==> src/source/snes_mem_pkg.sv <==
package snes_mem_pkg;

    // Core side address widths
    localparam int rom_addr_w  = 23;               // 8 MB ROM byte space
    localparam int wram_addr_w = 17;               // 128 KB WRAM

    // SDRAM CPU port is word addressed
    localparam int word_addr_w = rom_addr_w - 1;

    localparam int data_w = 16;                    // SDRAM port word
    localparam int byte_w = 8;                     // Core data bus
    localparam int ds_w   = 2;                     // One select per byte lane

    // WRAM lives in the last 128 KB of SDRAM, 7E:0000 to 7F:FFFF
    localparam int wram_bank_w = rom_addr_w - wram_addr_w;
    localparam logic [wram_bank_w-1:0] wram_bank = {wram_bank_w{1'b1}};

    // Which result port the SDRAM answers on
    localparam logic port_rom  = 1'b0;
    localparam logic port_wram = 1'b1;

endpackage

==> src/source/rom_channel.sv <==
module rom_channel import snes_mem_pkg::*; (
    input  logic                  mclk,
    input  logic                  resetn,

    // ROM loader byte stream
    input  logic                  loading,
    input  logic [byte_w-1:0]     loader_do,
    input  logic                  loader_do_valid,

    // Core ROM bus
    input  logic [rom_addr_w-1:0] rom_addr,
    input  logic                  rom_ce_n,

    input  logic                  sdram_busy,

    // Request pulse toward the port mux
    output logic                  rom_hit,
    output logic [rom_addr_w-1:0] rom_hit_addr,
    output logic                  rom_hit_we,
    output logic [data_w-1:0]     rom_hit_din,

    output logic                  loaded,
    output logic                  enable
);

    logic [rom_addr_w-1:0] loader_addr;    // Byte count of the image so far
    logic [byte_w-1:0]     loader_do_r;    // Even byte waiting for its partner
    logic                  loading_r;
    logic [rom_addr_w-1:0] rom_addr_sd;    // Last address sent to SDRAM

    logic load_wr;
    logic rom_rd;

    // Write once both bytes of a word are in, i.e. on the odd byte
    assign load_wr = loading && loader_do_valid && loader_addr[0];

    // Only fetch when the core moves to a new address
    assign rom_rd = !loading && !rom_ce_n && (rom_addr != rom_addr_sd);

    assign rom_hit      = load_wr || rom_rd;
    assign rom_hit_we   = loading;
    assign rom_hit_addr = loading ? loader_addr : rom_addr;
    assign rom_hit_din  = {loader_do, loader_do_r};   // Odd byte goes high

    always_ff @(posedge mclk) begin
        if (!resetn) begin
            loading_r   <= 1'b0;
            loaded      <= 1'b0;
            loader_addr <= '0;
            rom_addr_sd <= '0;
        end else begin
            loading_r <= loading;

            if (loader_do_valid)
                loader_addr <= loader_addr + 1'b1;

            // New image starts from byte zero
            if (loading && !loading_r) begin
                loader_addr <= '0;
                loaded      <= 1'b0;
            end

            if (!loading && loading_r)
                loaded <= 1'b1;                      // Image complete

            if (rom_hit)
                rom_addr_sd <= rom_hit_addr;
        end
    end

    // Holds the even byte
    always_ff @(posedge mclk) begin
        if (loader_do_valid)
            loader_do_r <= loader_do;
    end

    // Core runs only with a full image and an idle SDRAM
    always_ff @(posedge mclk) begin
        if (!resetn)
            enable <= 1'b0;
        else
            enable <= loaded && !sdram_busy;
    end

    // Bytes arriving outside a load would be lost
    a_valid_only_while_loading: assert property (
        @(posedge mclk) disable iff (!resetn)
        loader_do_valid |-> loading
    ) else $error("loader byte outside loading");

endmodule

==> src/source/wram_channel.sv <==
module wram_channel import snes_mem_pkg::*; (
    input  logic                   mclk,
    input  logic                   resetn,

    // Core WRAM strobes
    input  logic [wram_addr_w-1:0] wram_addr,
    input  logic                   wram_ce_n,
    input  logic                   wram_rd_n,
    input  logic                   wram_we_n,

    output logic                   wram_hit,
    output logic                   wram_hit_we
);

    logic wram_rd;
    logic wram_wr;
    logic wram_rd_r;
    logic wram_wr_r;

    // Word address of the last access, bit 0 only picks the byte lane
    logic [wram_addr_w-1:1] wram_addr_sd;

    logic rd_rise;
    logic wr_rise;
    logic word_moved;

    assign wram_rd = !wram_ce_n && !wram_rd_n;
    assign wram_wr = !wram_ce_n && !wram_we_n;

    assign rd_rise = wram_rd && !wram_rd_r;
    assign wr_rise = wram_wr && !wram_wr_r;

    // Reads held across a word boundary need a fresh fetch
    assign word_moved = wram_rd && (wram_addr[wram_addr_w-1:1] != wram_addr_sd);

    assign wram_hit    = rd_rise || wr_rise || word_moved;
    assign wram_hit_we = wram_wr;

    always_ff @(posedge mclk) begin
        if (!resetn) begin
            wram_rd_r    <= 1'b0;
            wram_wr_r    <= 1'b0;
            wram_addr_sd <= '0;
        end else begin
            wram_rd_r <= wram_rd;
            wram_wr_r <= wram_wr;
            if (wram_hit)
                wram_addr_sd <= wram_addr[wram_addr_w-1:1];
        end
    end

    // Core never reads and writes WRAM at once
    a_rd_wr_exclusive: assert property (
        @(posedge mclk) disable iff (!resetn)
        !(wram_rd && wram_wr)
    ) else $error("WRAM read and write active together");

endmodule

==> src/source/sdram_port_mux.sv <==
module sdram_port_mux import snes_mem_pkg::*; (
    input  logic                   mclk,
    input  logic                   resetn,

    // ROM channel request
    input  logic                   rom_hit,
    input  logic [rom_addr_w-1:0]  rom_hit_addr,
    input  logic                   rom_hit_we,
    input  logic [data_w-1:0]      rom_hit_din,

    // WRAM channel request, address and data straight from the core
    input  logic                   wram_hit,
    input  logic                   wram_hit_we,
    input  logic [wram_addr_w-1:0] wram_addr,
    input  logic [byte_w-1:0]      wram_d,

    // ROM read steering
    input  logic                   rom_addr0,
    input  logic                   rom_word,

    // Words returned by the SDRAM
    input  logic [data_w-1:0]      mem_port0,
    input  logic [data_w-1:0]      mem_port1,

    // SDRAM CPU port request
    output logic                   mem_req,
    output logic [word_addr_w-1:0] mem_addr,
    output logic [data_w-1:0]      mem_din,
    output logic [ds_w-1:0]        mem_ds,
    output logic                   mem_we,
    output logic                   mem_port,

    output logic [data_w-1:0]      rom_q,
    output logic [byte_w-1:0]      wram_q
);

    logic [rom_addr_w-1:0] wram_full_addr;
    logic                  any_hit;

    // Bank bits on top of the 17-bit WRAM address
    assign wram_full_addr = {wram_bank, wram_addr};
    assign any_hit        = rom_hit || wram_hit;

    // One toggle per access, no acknowledge expected
    always_ff @(posedge mclk) begin
        if (!resetn)
            mem_req <= 1'b0;
        else if (any_hit)
            mem_req <= !mem_req;
    end

    // Request fields, valid from the toggle edge until the next one
    always_ff @(posedge mclk) begin
        if (wram_hit) begin                          // WRAM wins a same-cycle clash
            mem_addr <= wram_full_addr[rom_addr_w-1:1];
            mem_din  <= {wram_d, wram_d};
            mem_ds   <= {wram_addr[0], !wram_addr[0]};
            mem_we   <= wram_hit_we;
            mem_port <= port_wram;
        end else if (rom_hit) begin
            mem_addr <= rom_hit_addr[rom_addr_w-1:1];
            mem_din  <= rom_hit_din;
            mem_ds   <= {ds_w{1'b1}};                 // Always a full word
            mem_we   <= rom_hit_we;
            mem_port <= port_rom;
        end
    end

    // Byte reads at odd addresses want the upper byte in the low lane
    assign rom_q = (rom_word || !rom_addr0) ? mem_port0
                                            : {mem_port0[byte_w-1:0], mem_port0[data_w-1:byte_w]};

    assign wram_q = wram_addr[0] ? mem_port1[data_w-1:byte_w] : mem_port1[byte_w-1:0];

    // Every toggle is caused by a hit one edge earlier
    a_req_after_hit: assert property (
        @(posedge mclk) disable iff (!resetn)
        $changed(mem_req) |-> $past(any_hit)
    ) else $error("mem_req toggled without a hit");

endmodule

==> src/source/snes_mem_front.sv <==
module snes_mem_front import snes_mem_pkg::*; (
    input  logic                   mclk,
    input  logic                   resetn,

    // Core ROM bus
    input  logic [rom_addr_w-1:0]  rom_addr,
    input  logic                   rom_ce_n,
    input  logic                   rom_word,

    // Core WRAM bus
    input  logic [wram_addr_w-1:0] wram_addr,
    input  logic                   wram_ce_n,
    input  logic                   wram_rd_n,
    input  logic                   wram_we_n,
    input  logic [byte_w-1:0]      wram_d,

    // ROM image loader
    input  logic                   loading,
    input  logic [byte_w-1:0]      loader_do,
    input  logic                   loader_do_valid,

    // SDRAM controller side
    input  logic                   sdram_busy,
    input  logic [data_w-1:0]      mem_port0,
    input  logic [data_w-1:0]      mem_port1,

    output logic                   mem_req,
    output logic [word_addr_w-1:0] mem_addr,
    output logic [data_w-1:0]      mem_din,
    output logic [ds_w-1:0]        mem_ds,
    output logic                   mem_we,
    output logic                   mem_port,

    output logic [data_w-1:0]      rom_q,
    output logic [byte_w-1:0]      wram_q,

    output logic                   enable,
    output logic                   loaded
);

    logic                  rom_hit;
    logic [rom_addr_w-1:0] rom_hit_addr;
    logic                  rom_hit_we;
    logic [data_w-1:0]     rom_hit_din;

    logic                  wram_hit;
    logic                  wram_hit_we;

    rom_channel u_rom_channel (
        .mclk            (mclk),
        .resetn          (resetn),
        .loading         (loading),
        .loader_do       (loader_do),
        .loader_do_valid (loader_do_valid),
        .rom_addr        (rom_addr),
        .rom_ce_n        (rom_ce_n),
        .sdram_busy      (sdram_busy),
        .rom_hit         (rom_hit),
        .rom_hit_addr    (rom_hit_addr),
        .rom_hit_we      (rom_hit_we),
        .rom_hit_din     (rom_hit_din),
        .loaded          (loaded),
        .enable          (enable)
    );

    wram_channel u_wram_channel (
        .mclk        (mclk),
        .resetn      (resetn),
        .wram_addr   (wram_addr),
        .wram_ce_n   (wram_ce_n),
        .wram_rd_n   (wram_rd_n),
        .wram_we_n   (wram_we_n),
        .wram_hit    (wram_hit),
        .wram_hit_we (wram_hit_we)
    );

    // Single CPU port shared by both channels
    sdram_port_mux u_sdram_port_mux (
        .mclk         (mclk),
        .resetn       (resetn),
        .rom_hit      (rom_hit),
        .rom_hit_addr (rom_hit_addr),
        .rom_hit_we   (rom_hit_we),
        .rom_hit_din  (rom_hit_din),
        .wram_hit     (wram_hit),
        .wram_hit_we  (wram_hit_we),
        .wram_addr    (wram_addr),
        .wram_d       (wram_d),
        .rom_addr0    (rom_addr[0]),
        .rom_word     (rom_word),
        .mem_port0    (mem_port0),
        .mem_port1    (mem_port1),
        .mem_req      (mem_req),
        .mem_addr     (mem_addr),
        .mem_din      (mem_din),
        .mem_ds       (mem_ds),
        .mem_we       (mem_we),
        .mem_port     (mem_port),
        .rom_q        (rom_q),
        .wram_q       (wram_q)
    );

endmodule

==> config.mk <==
export PLATFORM = sky130hd
export DESIGN_NAME = snes_mem_front
export DESIGN_NICKNAME = d
export VERILOG_FILES = /design/src/source/snes_mem_pkg.sv /design/src/source/rom_channel.sv /design/src/source/wram_channel.sv /design/src/source/sdram_port_mux.sv /design/src/source/snes_mem_front.sv
export SDC_FILE = /design/constraint.sdc
export NUM_CORES = 1
export LEC_CHECK = 0
export ABC_AREA = 1
export BUFFER_PORTS_ARGS = -buffer_cell sky130_fd_sc_hd__buf_4
export CORE_UTILIZATION = 57
export DETAILED_ROUTE_END_ITERATION = 8
export PLACE_DENSITY = 0.86
export SLEW_MARGIN = 10
export SYNTH_ARGS = -nofsm -noshare
export SYNTH_HDL_FRONTEND = slang
export SYNTH_SLANG_ARGS = --single-unit
==> constraint.sdc <==
create_clock -name mclk -period 7.03 [get_ports mclk]
set_clock_uncertainty 0.05 [all_clocks]
set_input_delay 1.406 -clock mclk [delete_from_list [all_inputs] [get_ports mclk]]
set_output_delay 1.406 -clock mclk [all_outputs]
set_load 0.01 [all_outputs]
Yosys cells after proc, flatten, opt, wreduce, memory -nomap -nowiden

Index checks and enable logic that the tools add are counted.

Output and inout bits: 69
Register bits: 118
Bits of input ports: 98
Logic and storage cells: 65

Muxes and demuxes: 13
Reductions and logical operators: 32
Equality and inequality tests: 2
Bitwise gates (word level): 1
Add/sub/neg operators: 1

Operators with widths:

| kind                                          | count |
|---|---|
| 2-to-1 mux 16 bit                             | 5 |
| adder 23 x 1 -> 23 bit, second input constant | 1 |
| 2-to-1 mux 23 bit                             | 1 |
| != test 23 bit                                | 1 |
| != test 16 bit                                | 1 |
| logical AND 1 bit                             | 12 |
| zero test 1 bit                               | 12 |
| 2-to-1 mux 8 bit                              | 1 |
| logical OR 1 bit                              | 5 |
| 2-to-1 mux 1 bit                              | 4 |
| 2-to-1 mux 2 bit                              | 2 |
| nonzero test 2 bit                            | 2 |
| OR reduction 2 bit                            | 1 |
| inverter 1 bit                                | 1 |

Logic depth before layout (Yosys ltp)

Gate-level depths: netlist of run 1.

Word-level depth: 6
Gate-level depth with buffers: 13
Depth with buffers taken out: 12

Modules after synthesis

Synthesis of run 1 repeated with hierarchy kept, for this count alone.

Cells, all modules: 931
Area total of the unflattened synthesis: 6535.0 µm²

By module, submodules not included:

| module         | seq. area each (µm²) | instances | area an instance (µm²) | cells each |
|---|---|---|---|---|
| rom_channel    | 1221.2               | 1         | 3231.8                 | 496 |
| sdram_port_mux | 1211.2               | 1         | 2114.5                 | 253 |
| wram_channel   | 360.3                | 1         | 1188.6                 | 182 |

Least setup slack after synthesis of run 1

OpenSTA, ideal clock, no wires.

Path type: input -> output
Start point: input port rom_word
End point: output port rom_q[10]
Arrival time: 2.076 ns
Stages: 5
Path slack: 3.498 ns
Buffers on the path: 1
Required time: 5.574 ns
Cells stage by stage: inv_1 -> nand2_1 -> buf_1 -> nor2_1 -> a21oi_1

Word-level cells in the longest chain between the ends: 2

Ends and longest elaborated chain:

| element            | RTL line             | source |
|---|---|---|
| start: declaration | snes_mem_front.sv:8  | `input logic rom_word,` |
| logical OR 1 bit   | sdram_port_mux.sv:70 | `assign rom_q = (rom_word \|\| !rom_addr0) ? mem_port0` |
| 2-to-1 mux 16 bit  | sdram_port_mux.sv:70 |  |
| end: declaration   | snes_mem_front.sv:34 | `output logic [data_w-1:0] rom_q,` |

No other way between the ends.

Final worst setup path of run 1

Start point: input port rom_word
End point: output port rom_q[0]

The elaborated chain is that of the path after synthesis.

==> results of run 1 <==
## report_power, final
group | internal, mW | switching, mW
sequential | 0.769 | 0.0254
clock | 0.535 | 0.294
combinational | 0.134 | 0.161
total | 1.44 | 0.480
## worst paths after layout
kind                                       end                           from
setup / recovery                      rom_q[0]                       rom_word
hold / removal            u_rom_channel.enable           u_rom_channel.loaded
setup reg to reg  u_sdram_port_mux.mem_din[15]  u_rom_channel.rom_addr_sd[17]
hold reg to reg           u_rom_channel.enable           u_rom_channel.loaded
## metrics by stage
stage | util, % | hold WS (ns)
floorplan | - | 0.406
global placement | 72.3 | 0.406
detailed placement | 72.3 | 0.409
CTS | 78.2 | 0.417
global route | 78.2 | 0.451
finish | 78.2 | 0.414
## layout make-up
| class | count | area share [%] |
|---|---|---|
| flip-flops and latches | 118 | 36.0 |
| multi-input cells | 560 | 33.1 |
| repair buffers | 168 | 16.3 |
| clock buffers | 27 | 7.18 |
| inverters | 101 | 4.89 |
| well taps | 133 | 2.15 |
| clock inverters | 5 | 0.371 |
## cells by family (layout without fill, tap and decap cells)
family	Yosys count	in the layout	synth area share, %
AO/OA/AOI/OAI	129	129	12.3
multiplexers	8	8	1.36
flip-flops	118	118	47.4
buffers and inverters	132	301	8.95
AND/OR/NAND/NOR	407	407	27.4
XOR/XNOR	13	13	1.93
adder cells (fa/ha/maj)	3	3	0.638
## layer usage
layer  vias up  global-route usage, %
li1       2893                      -
met1      2637                   34.7
met2       257                   53.3
met3        27                   5.98
met4         0                   9.73
met5         -                      0
## state kept, by name (all words and copies together), names as in the netlist
register                     cells
u_rom_channel.loader_addr       23
u_rom_channel.rom_addr_sd       23
u_sdram_port_mux.mem_addr       22
u_sdram_port_mux.mem_din        16
u_wram_channel.wram_addr_sd     16
u_rom_channel.loader_do_r        8
u_sdram_port_mux.mem_ds          2
u_rom_channel.enable             1
u_rom_channel.loaded             1
u_rom_channel.loading_r          1
u_sdram_port_mux.mem_port        1
u_sdram_port_mux.mem_req         1
u_sdram_port_mux.mem_we          1
u_wram_channel.wram_rd_r         1
u_wram_channel.wram_wr_r         1
## synthesized netlist by cell type, types with 2 or more instances
library cell	instances	area share, %
xnor2_1	4	0.60
and3_1	2	0.21
dfxtp_1	75	26
clkinv_1	5	0.32
nor3_1	9	0.77
nand2_1	253	16
clkbuf_1	14	0.89
o21ai_0	37	3.1
buf_6	2	0.38
ha_1	3	0.64
nand4_1	6	0.64
a21oi_1	52	4.4
a21boi_0	16	2.0
xor2_1	9	1.3
nor2_1	103	6.6
inv_1	96	6.1
nor2_2	2	0.21
o21a_1	2	0.26
mux2i_1	8	1.4
o21ai_1	16	1.4
nand3_1	28	2.4
buf_1	2	0.13
edfxtp_1	43	22
buf_2	13	1.1
## worst reg2reg max path, delay by kind of cell, from the launching register on
kind	cells	cell delay (ns)
buffers and inverters	3	0.40
DFF	1	0.36
and+or+nand+nor	9	2.08
==> impl_metrics.ini, run 1 <==
[finish]
seq_area_mm2 = 0.00279
fillers = 703
final_cell_area_mm2 = 0.00775
final_common_cell = nand2_1
final_cell_mix = nand2_1 (253), buf_4 (168), nor2_1 (103)
drive_gt1_share_pct = 20.7
syn2layout_area_growth_pct = 31.7
stdcell_count = 1112
multiInputGateArea_mm2 = 0.00257
nNetsFinal = 1067
antenna-diode-count = 0

[clock_network]
cts_resized = 0
clock_path_buffers = 2
cts_root_buf = clkbuf_8
cts.sinks = 118
cts_hold_buf = 0
h-tree-depth = 4
post_cts_buffers = 0
insertion_delay_ns = 0.52
cts_tree = yes
numCtsBuffers = 17
path_clk_slew_ns = 0.05

[placed_design]
io_buffers = 166
place_area_mm2 = 0.00717
place.gp.congestion = 0.923
placed_cells = 1080
hpwl_um = 10600
place_ws_ns = 2.83

[global_routing]
antenna_found_initial = 0
grtUsageTotal_pct = 29.5
grt_pass1_vias = 5398
grt_start_max_net_pins = 44
grt-ovfl-total = 0
grt_pass1_wl_um = 25100

[sta]
tightest_slew_ns = 1.07
rsz0062_at_grt = false
hold_violations = 0
slew_headroom_pct = 28.6
setup_viol = 0
final_max_slew_viol_count = 0
fmax_mhz = 248
finalCriticalPeriod_ns = 4.03
fin_crit_sh_pct = 57.3
tns_ns = 0
fin_ws_ns = 3.00

[worst_setup_path]
crit_required_ns = 5.57
worstSetupStartpointType = input port
worstPathArrival_ns = 2.57
path_delay_family = simple AND/OR/NAND/NOR gates
r2r_slack_ns = 3.85
criticalPathCategory = in -> out
crit_path_top_delay_cell = nand2_1
rr_worst_depth = 12
crit_cells = 5
crit_fanout = 32
cpMostUsedCell = buf_4
crit_path_max_incr_delay_ns = 0.46
path_cells = buf_4 > inv_1 > nand2_1 > o21ai_0 > buf_4
path_buf_inv = 3
setup.worst_path.end_class = primary output

[synthesis]
dominantRegCellSynth = dfxtp_1
synth_edf_count = 43
synth_area_mm2 = 0.00589
synth-seq-cells = 118
synth_fp_nets = 911
synth_cell_types = 34
synth_cells = 810
async_flop_share_pct = 0
avgSynthCellArea_um2 = 7.27
ys_seq_area_share_pct = 47.4
yosys_warnings = 0

[pwr]
p_per_area_mw_per_mm2 = 247
power.leakage_nw = 3.70
peakVddDrop_v = 0.000224
p_total_mw = 1.92

[floorplan]
fp.dieH_um = 104
start_util_pct = 59.4
core-area_mm2 = 0.00991
die_w_um = 104
rows = 36
pin_count = 167
dieArea_mm2 = 0.0107

[drt]
firstDrtPassIters = 5
routed_via_density = 5.23
vias = 5814
wl_met3_um = 1130
wire_per_inst_um = 14.0
top_layer = met4
wl_um = 15600
wl_met1_um = 6330
dr_wl_met2_um = 7930
ant_nets = 0
drc = 0
drt_iter0_markers = 501

[hold_path]
hold_depth = 2
hold_path.class = reg -> reg

[outcome]
outcome = finished clean

[flow_run]
maxCapViolCount = 0
Note: power is estimated with default switching activity, not from simulation.
==> inputs of run 2 (changes only) <==
ABC_AREA = 0   (was 1)
CORE_UTILIZATION = 52   (was 57)
PLACE_DENSITY = 0.8   (was 0.86)
clock period = 3.74 ns   (was 7.03 ns; I/O delays follow)
==> impl_metrics.ini, run 2 <==
[finish]
final_cell_mix = buf_4 (172), dfxtp_1 (75), nand2_1 (60)
final_common_cell = buf_4
reg_top3 = u_rom_channel.loader_addr (23), u_rom_channel.rom_addr_sd (23), u_sdram_port_mux.mem_addr (22)
antenna-diode-count = 0
fillers = 725
drive_gt1_share_pct = 37.5
syn2layout_area_growth_pct = 34.6
nNetsFinal = 787
stdcell_count = 835
final_cell_area_mm2 = 0.00761

[floorplan]
dieArea_mm2 = 0.0113
die_w_um = 106
core-area_mm2 = 0.0104
pin_count = 167
start_util_pct = 54.3
fp.dieH_um = 106
rows = 37

[global_routing]
antenna_found_initial = 0
grt_pass1_wl_um = 22500
grtUsageTotal_pct = 26.3
grt-ovfl-total = 0
grt_start_max_net_pins = 46
grt_pass1_vias = 4530

[outcome]
outcome = finished clean

[sta]
hold_violations = 0
slew_headroom_pct = 32.3
rsz0062_at_grt = false
finalCriticalPeriod_ns = 2.88
fin_crit_sh_pct = 77.0
tightest_slew_ns = 1.01
fmax_mhz = 347
setup_viol = 0
tns_ns = 0
final_max_slew_viol_count = 0

[drt]
drt_iter0_markers = 250
wl_um = 14400
drc = 0
firstDrtPassIters = 5
routed_via_density = 5.30
ant_nets = 0
wire_per_inst_um = 17.3
vias = 4423

[clock_network]
path_clk_slew_ns = 0.06
h-tree-depth = 4
cts.sinks = 118
cts_resized = 0
numCtsBuffers = 17
cts_hold_buf = 0
cts_root_buf = clkbuf_8
cts_tree = yes
clock_path_buffers = 2
insertion_delay_ns = 0.53
post_cts_buffers = 0

[pwr]
p_int_mw = 2.78
comb_power_share_pct = 14.1
sw_frac_of_total_pct = 24.2
p_per_area_mw_per_mm2 = 483
peakVddDrop_v = 0.000349
power.leakage_nw = 3.34
p_sw_mw = 0.888
clockPowerShare_pct = 46.1
p_total_mw = 3.67
seq_power_share_pct = 39.8

[synthesis]
synth-xor-area-share_pct = 8.99
synth-seq-cells = 118
dominantRegCellSynth = dfxtp_1
synth_cells = 519
synth_area_mm2 = 0.00565
yosysMostFrequentCell = dfxtp_1
async_flop_share_pct = 0
synth_top_family_by_area = multiplexers
yosys_warnings = 0
synth_top_area_share_pct = 26.6
synth_area_leaders = dfxtp_1 (27%), edfxtp_1 (23%), mux2_2 (10%)
synth_compound_area_share_pct = 2.86
synth_edf_count = 43
ys_seq_area_share_pct = 49.4
synthMuxAreaShare_pct = 17.8
synth_fp_nets = 620
yosys-top-cells-count = dfxtp_1 (75), nand2_1 (60), mux2_2 (50)
avgSynthCellArea_um2 = 10.9
synthAdderAreaFrac_pct = 0.664
yosys.area_share.simple_pct = 17.4
yosysTopAreaCell = dfxtp_1
synth_cell_types = 38

[flow_run]
maxCapViolCount = 0

[worst_setup_path]
criticalPathCategory = in -> out
worstPathArrival_ns = 2.08
r2r_slack_ns = 1.11
crit_required_ns = 2.94
worstSetupStartpointType = input port
crit_fanout = 16
setup.worst_path.end_class = primary output

[placed_design]
place.gp.congestion = 0.860
place_area_mm2 = 0.00699
hpwl_um = 10100
io_buffers = 166
placed_cells = 803

[hold_path]
hold_path.class = in -> reg
run 2: cell count changes after synthesis, moves of 26 or more:
cell     change
nor2b_1     +47
o21ai_0     -26
mux2i_1     +27
inv_1       -91
a21oi_1     -47
mux2_2      +50
nor2_1      -77
nand2_1    -193
xor2_1      +30
run 2: final timing paths:
kind,end,start,cells past startpoint
min reg2reg,u_sdram_port_mux.mem_port,u_sdram_port_mux.mem_port,2
max,rom_q[11],rom_addr[0],5
min,u_rom_channel.enable,sdram_busy,2
max reg2reg,u_sdram_port_mux.mem_addr[9],u_wram_channel.wram_addr_sd[16],6
run 2: stage by stage:
stage | hold slack (ns) | worst slack, ns | util (%)
global route | 0.325 | 0.731 | 73.0
detailed placement | 0.393 | 0.562 | 67.1
CTS | 0.323 | 0.938 | 73.0
finish | 0.339 | 0.861 | 73.0
floorplan | 0.416 | 0.746 | -
global placement | 0.388 | 0.683 | 67.1
run 2: power groups by stage:
stage	Clock, mW	Sequential, mW	Combinational [mW]
after floorplan	0	1.51	0.237
after global placement	0	1.48	0.498
after detailed placement	0	1.49	0.511
after CTS	1.70	1.46	0.519
after global routing	1.76	1.47	0.556
final	1.69	1.46	0.516
run 2: logic make-up (layout without fill, tap and decap cells):
kind of cell / Yosys count / after routing
flip-flops: 118 / 118
XOR/XNOR: 58 / 58
buffers and inverters: 31 / 211
AO/OA/AOI/OAI: 26 / 26
AND/OR/NAND/NOR: 191 / 191
multiplexers: 92 / 92
adder cells (fa/ha/maj): 3 / 3
run 2: layout make-up:
cell class | instances | area [um^2] | share of cell area (%)
Tap cell | 136 | 170 | 2.24
Inverter | 6 | 22.5 | 0.296
Clock inverter | 15 | 204 | 2.68
Timing Repair Buffer | 173 | 1310 | 17.2
Clock buffer | 17 | 414 | 5.44
Sequential cell | 118 | 2790 | 36.7
Multi-Input combinational cell | 370 | 2690 | 35.4
run 2: per-layer routing:
metal  GRT usage, %  vias to the layer above  routed length (um)  part of all wire (%)
li1               -                     2125                   -                     -
met1           32.2                     2107                5950                    41
met2           44.0                      167                7250                    50
met3           5.15                       24                 885                   6.1
met4           12.9                        0                 329                   2.3
met5              0                        -                   0                     0
run 2: critical path, cell delays in order:
cell,delay [ns]
buf_4,0.12
nor2b_1,0.81
nand2_1,0.18
nand2_1,0.10
buf_4,0.12
==> inputs of run 3 (changes only) <==
CORE_UTILIZATION = 47   (was 52)
PLACE_DENSITY = 0.77   (was 0.8)
clock period = 2.55 ns   (was 3.74 ns; I/O delays follow)
==> impl_metrics.ini, run 3 (same netlist as run 2, synthesis figures left out) <==
[placed_design]
io_buffers = 166
place.gp.congestion = 0.832
hpwl_um = 10400

[pwr]
peakVddDrop_v = 0.000425
power.leakage_nw = 3.40
p_per_area_mw_per_mm2 = 704
p_total_mw = 5.43

[worst_setup_path]
worstPathArrival_ns = 1.78
r2r_slack_ns = 0.34
crit_required_ns = 1.99
worstSetupStartpointType = input port
path_cells = buf_4 > nor2b_1 > nand2_1 > nand2_1 > buf_4
path_buf_inv = 2
crit_path_top_delay_cell = nor2b_1
criticalPathCategory = in -> out
setup.worst_path.end_class = primary output
crit_fanout = 16
path_delay_family = simple AND/OR/NAND/NOR gates
crit_path_max_incr_delay_ns = 0.78

[finish]
drive_gt1_share_pct = 37.9
final_common_cell = buf_4
fin_util_pct = 66.7
final_cell_mix = buf_4 (175), dfxtp_1 (75), nand2_1 (59)
antenna-diode-count = 0
fillers = 881
nNetsFinal = 793
syn2layout_area_growth_pct = 36.5
reg_top3 = u_rom_channel.loader_addr (23), u_rom_channel.rom_addr_sd (23), u_sdram_port_mux.mem_addr (22)

[sta]
hold_violations = 0
finalCriticalPeriod_ns = 2.34
final_max_slew_viol_count = 0
fin_crit_sh_pct = 91.7
tightest_slew_ns = 0.990
slew_headroom_pct = 33.8
tns_ns = 0
holdWs_ns = 0.195
setup_viol = 0
fmax_mhz = 428
rsz0062_at_grt = false

[hold_path]
hold_path.class = in -> reg

[floorplan]
die_w_um = 112
dieArea_mm2 = 0.0125
core-area_mm2 = 0.0116
pin_count = 167
start_util_pct = 48.9
rows = 39
fp.dieH_um = 112

[clock_network]
cts.sinks = 118
cts_root_buf = clkbuf_16
insertion_delay_ns = 0.41
cts_hold_buf = 0
post_cts_buffers = 0
numCtsBuffers = 17
path_clk_slew_ns = 0.05
clock_path_buffers = 2
h-tree-depth = 4
cts_tree = yes
cts_resized = 0

[outcome]
outcome = finished, violations left
failed_checks = DRC

[flow_run]
maxCapViolCount = 0

[global_routing]
grtUsageTotal_pct = 23.3
grt_pass1_wl_um = 22400
grt_start_max_net_pins = 46
grt_pass1_vias = 4398
grt-ovfl-total = 0
antenna_found_initial = 0

[drt]
ant_nets = 0
drc = 11
firstDrtPassIters = 7
vias = 4397
drt_iter0_markers = 237
routed_via_density = 5.19
wire_per_inst_um = 16.5
wl_um = 14000
## run 3: cell count changes in the layout (fill, tap and decap cells not counted), sizes merged
cell,delta
inv,-2
clkbuf,+2
clkinvlp,-2
clkinv,+2
buf,+6
## run 3: area by class of cell
type                       instances  area, um^2  share of cell area (%)
sequential                       118        2790                    36.2
multi-input combinational        370        2700                    34.9
timing repair buffer             179        1390                    18.1
clock buffer                      19         453                    5.87
clock inverter                    13         179                    2.32
tap                              143         179                    2.32
inverter                           6        22.5                   0.292
## run 3: stage by stage
step           instance area [um^2]  std cells  worst slack (ns)
2_1_floorplan                  5650        519             0.127
3_3_place_gp                   7080        816             0.140
3_5_place_dp                   7080        816            0.0702
4_1_cts                        7710        848             0.203
5_1_grt                        7710        848            0.0265
6_report                       7710        848             0.212
## run 3: final timing paths
kind | from | end | cells past startpoint
setup / recovery | rom_addr[0] | rom_q[12] | 5
hold / removal | sdram_busy | u_rom_channel.enable | 2
setup reg to reg | u_wram_channel.wram_addr_sd[13] | u_sdram_port_mux.mem_addr[12] | 6
hold reg to reg | u_rom_channel.loaded | u_rom_channel.enable | 2
## run 3: power breakdown
| part | internal (mW) | total, mW | switching, mW | leakage, nW |
|---|---|---|---|---|
| Clock | 1.68 | 2.51 | 0.836 | 0.304 |
| Sequential | 2.09 | 2.14 | 0.0521 | 1.04 |
| Combinational | 0.418 | 0.774 | 0.356 | 2.05 |
| Total | 4.18 | 5.43 | 1.24 | 3.40 |
## run 3: per-layer routing
layer  vias to the layer above  part of all wire [%]  GRT usage (%)
li1                       2136                     -              -
met1                      2086                    41           28.9
met2                       158                    50           39.3
met3                        17                   7.7           5.72
met4                         0                   1.4           8.92
met5                         -                     0              0
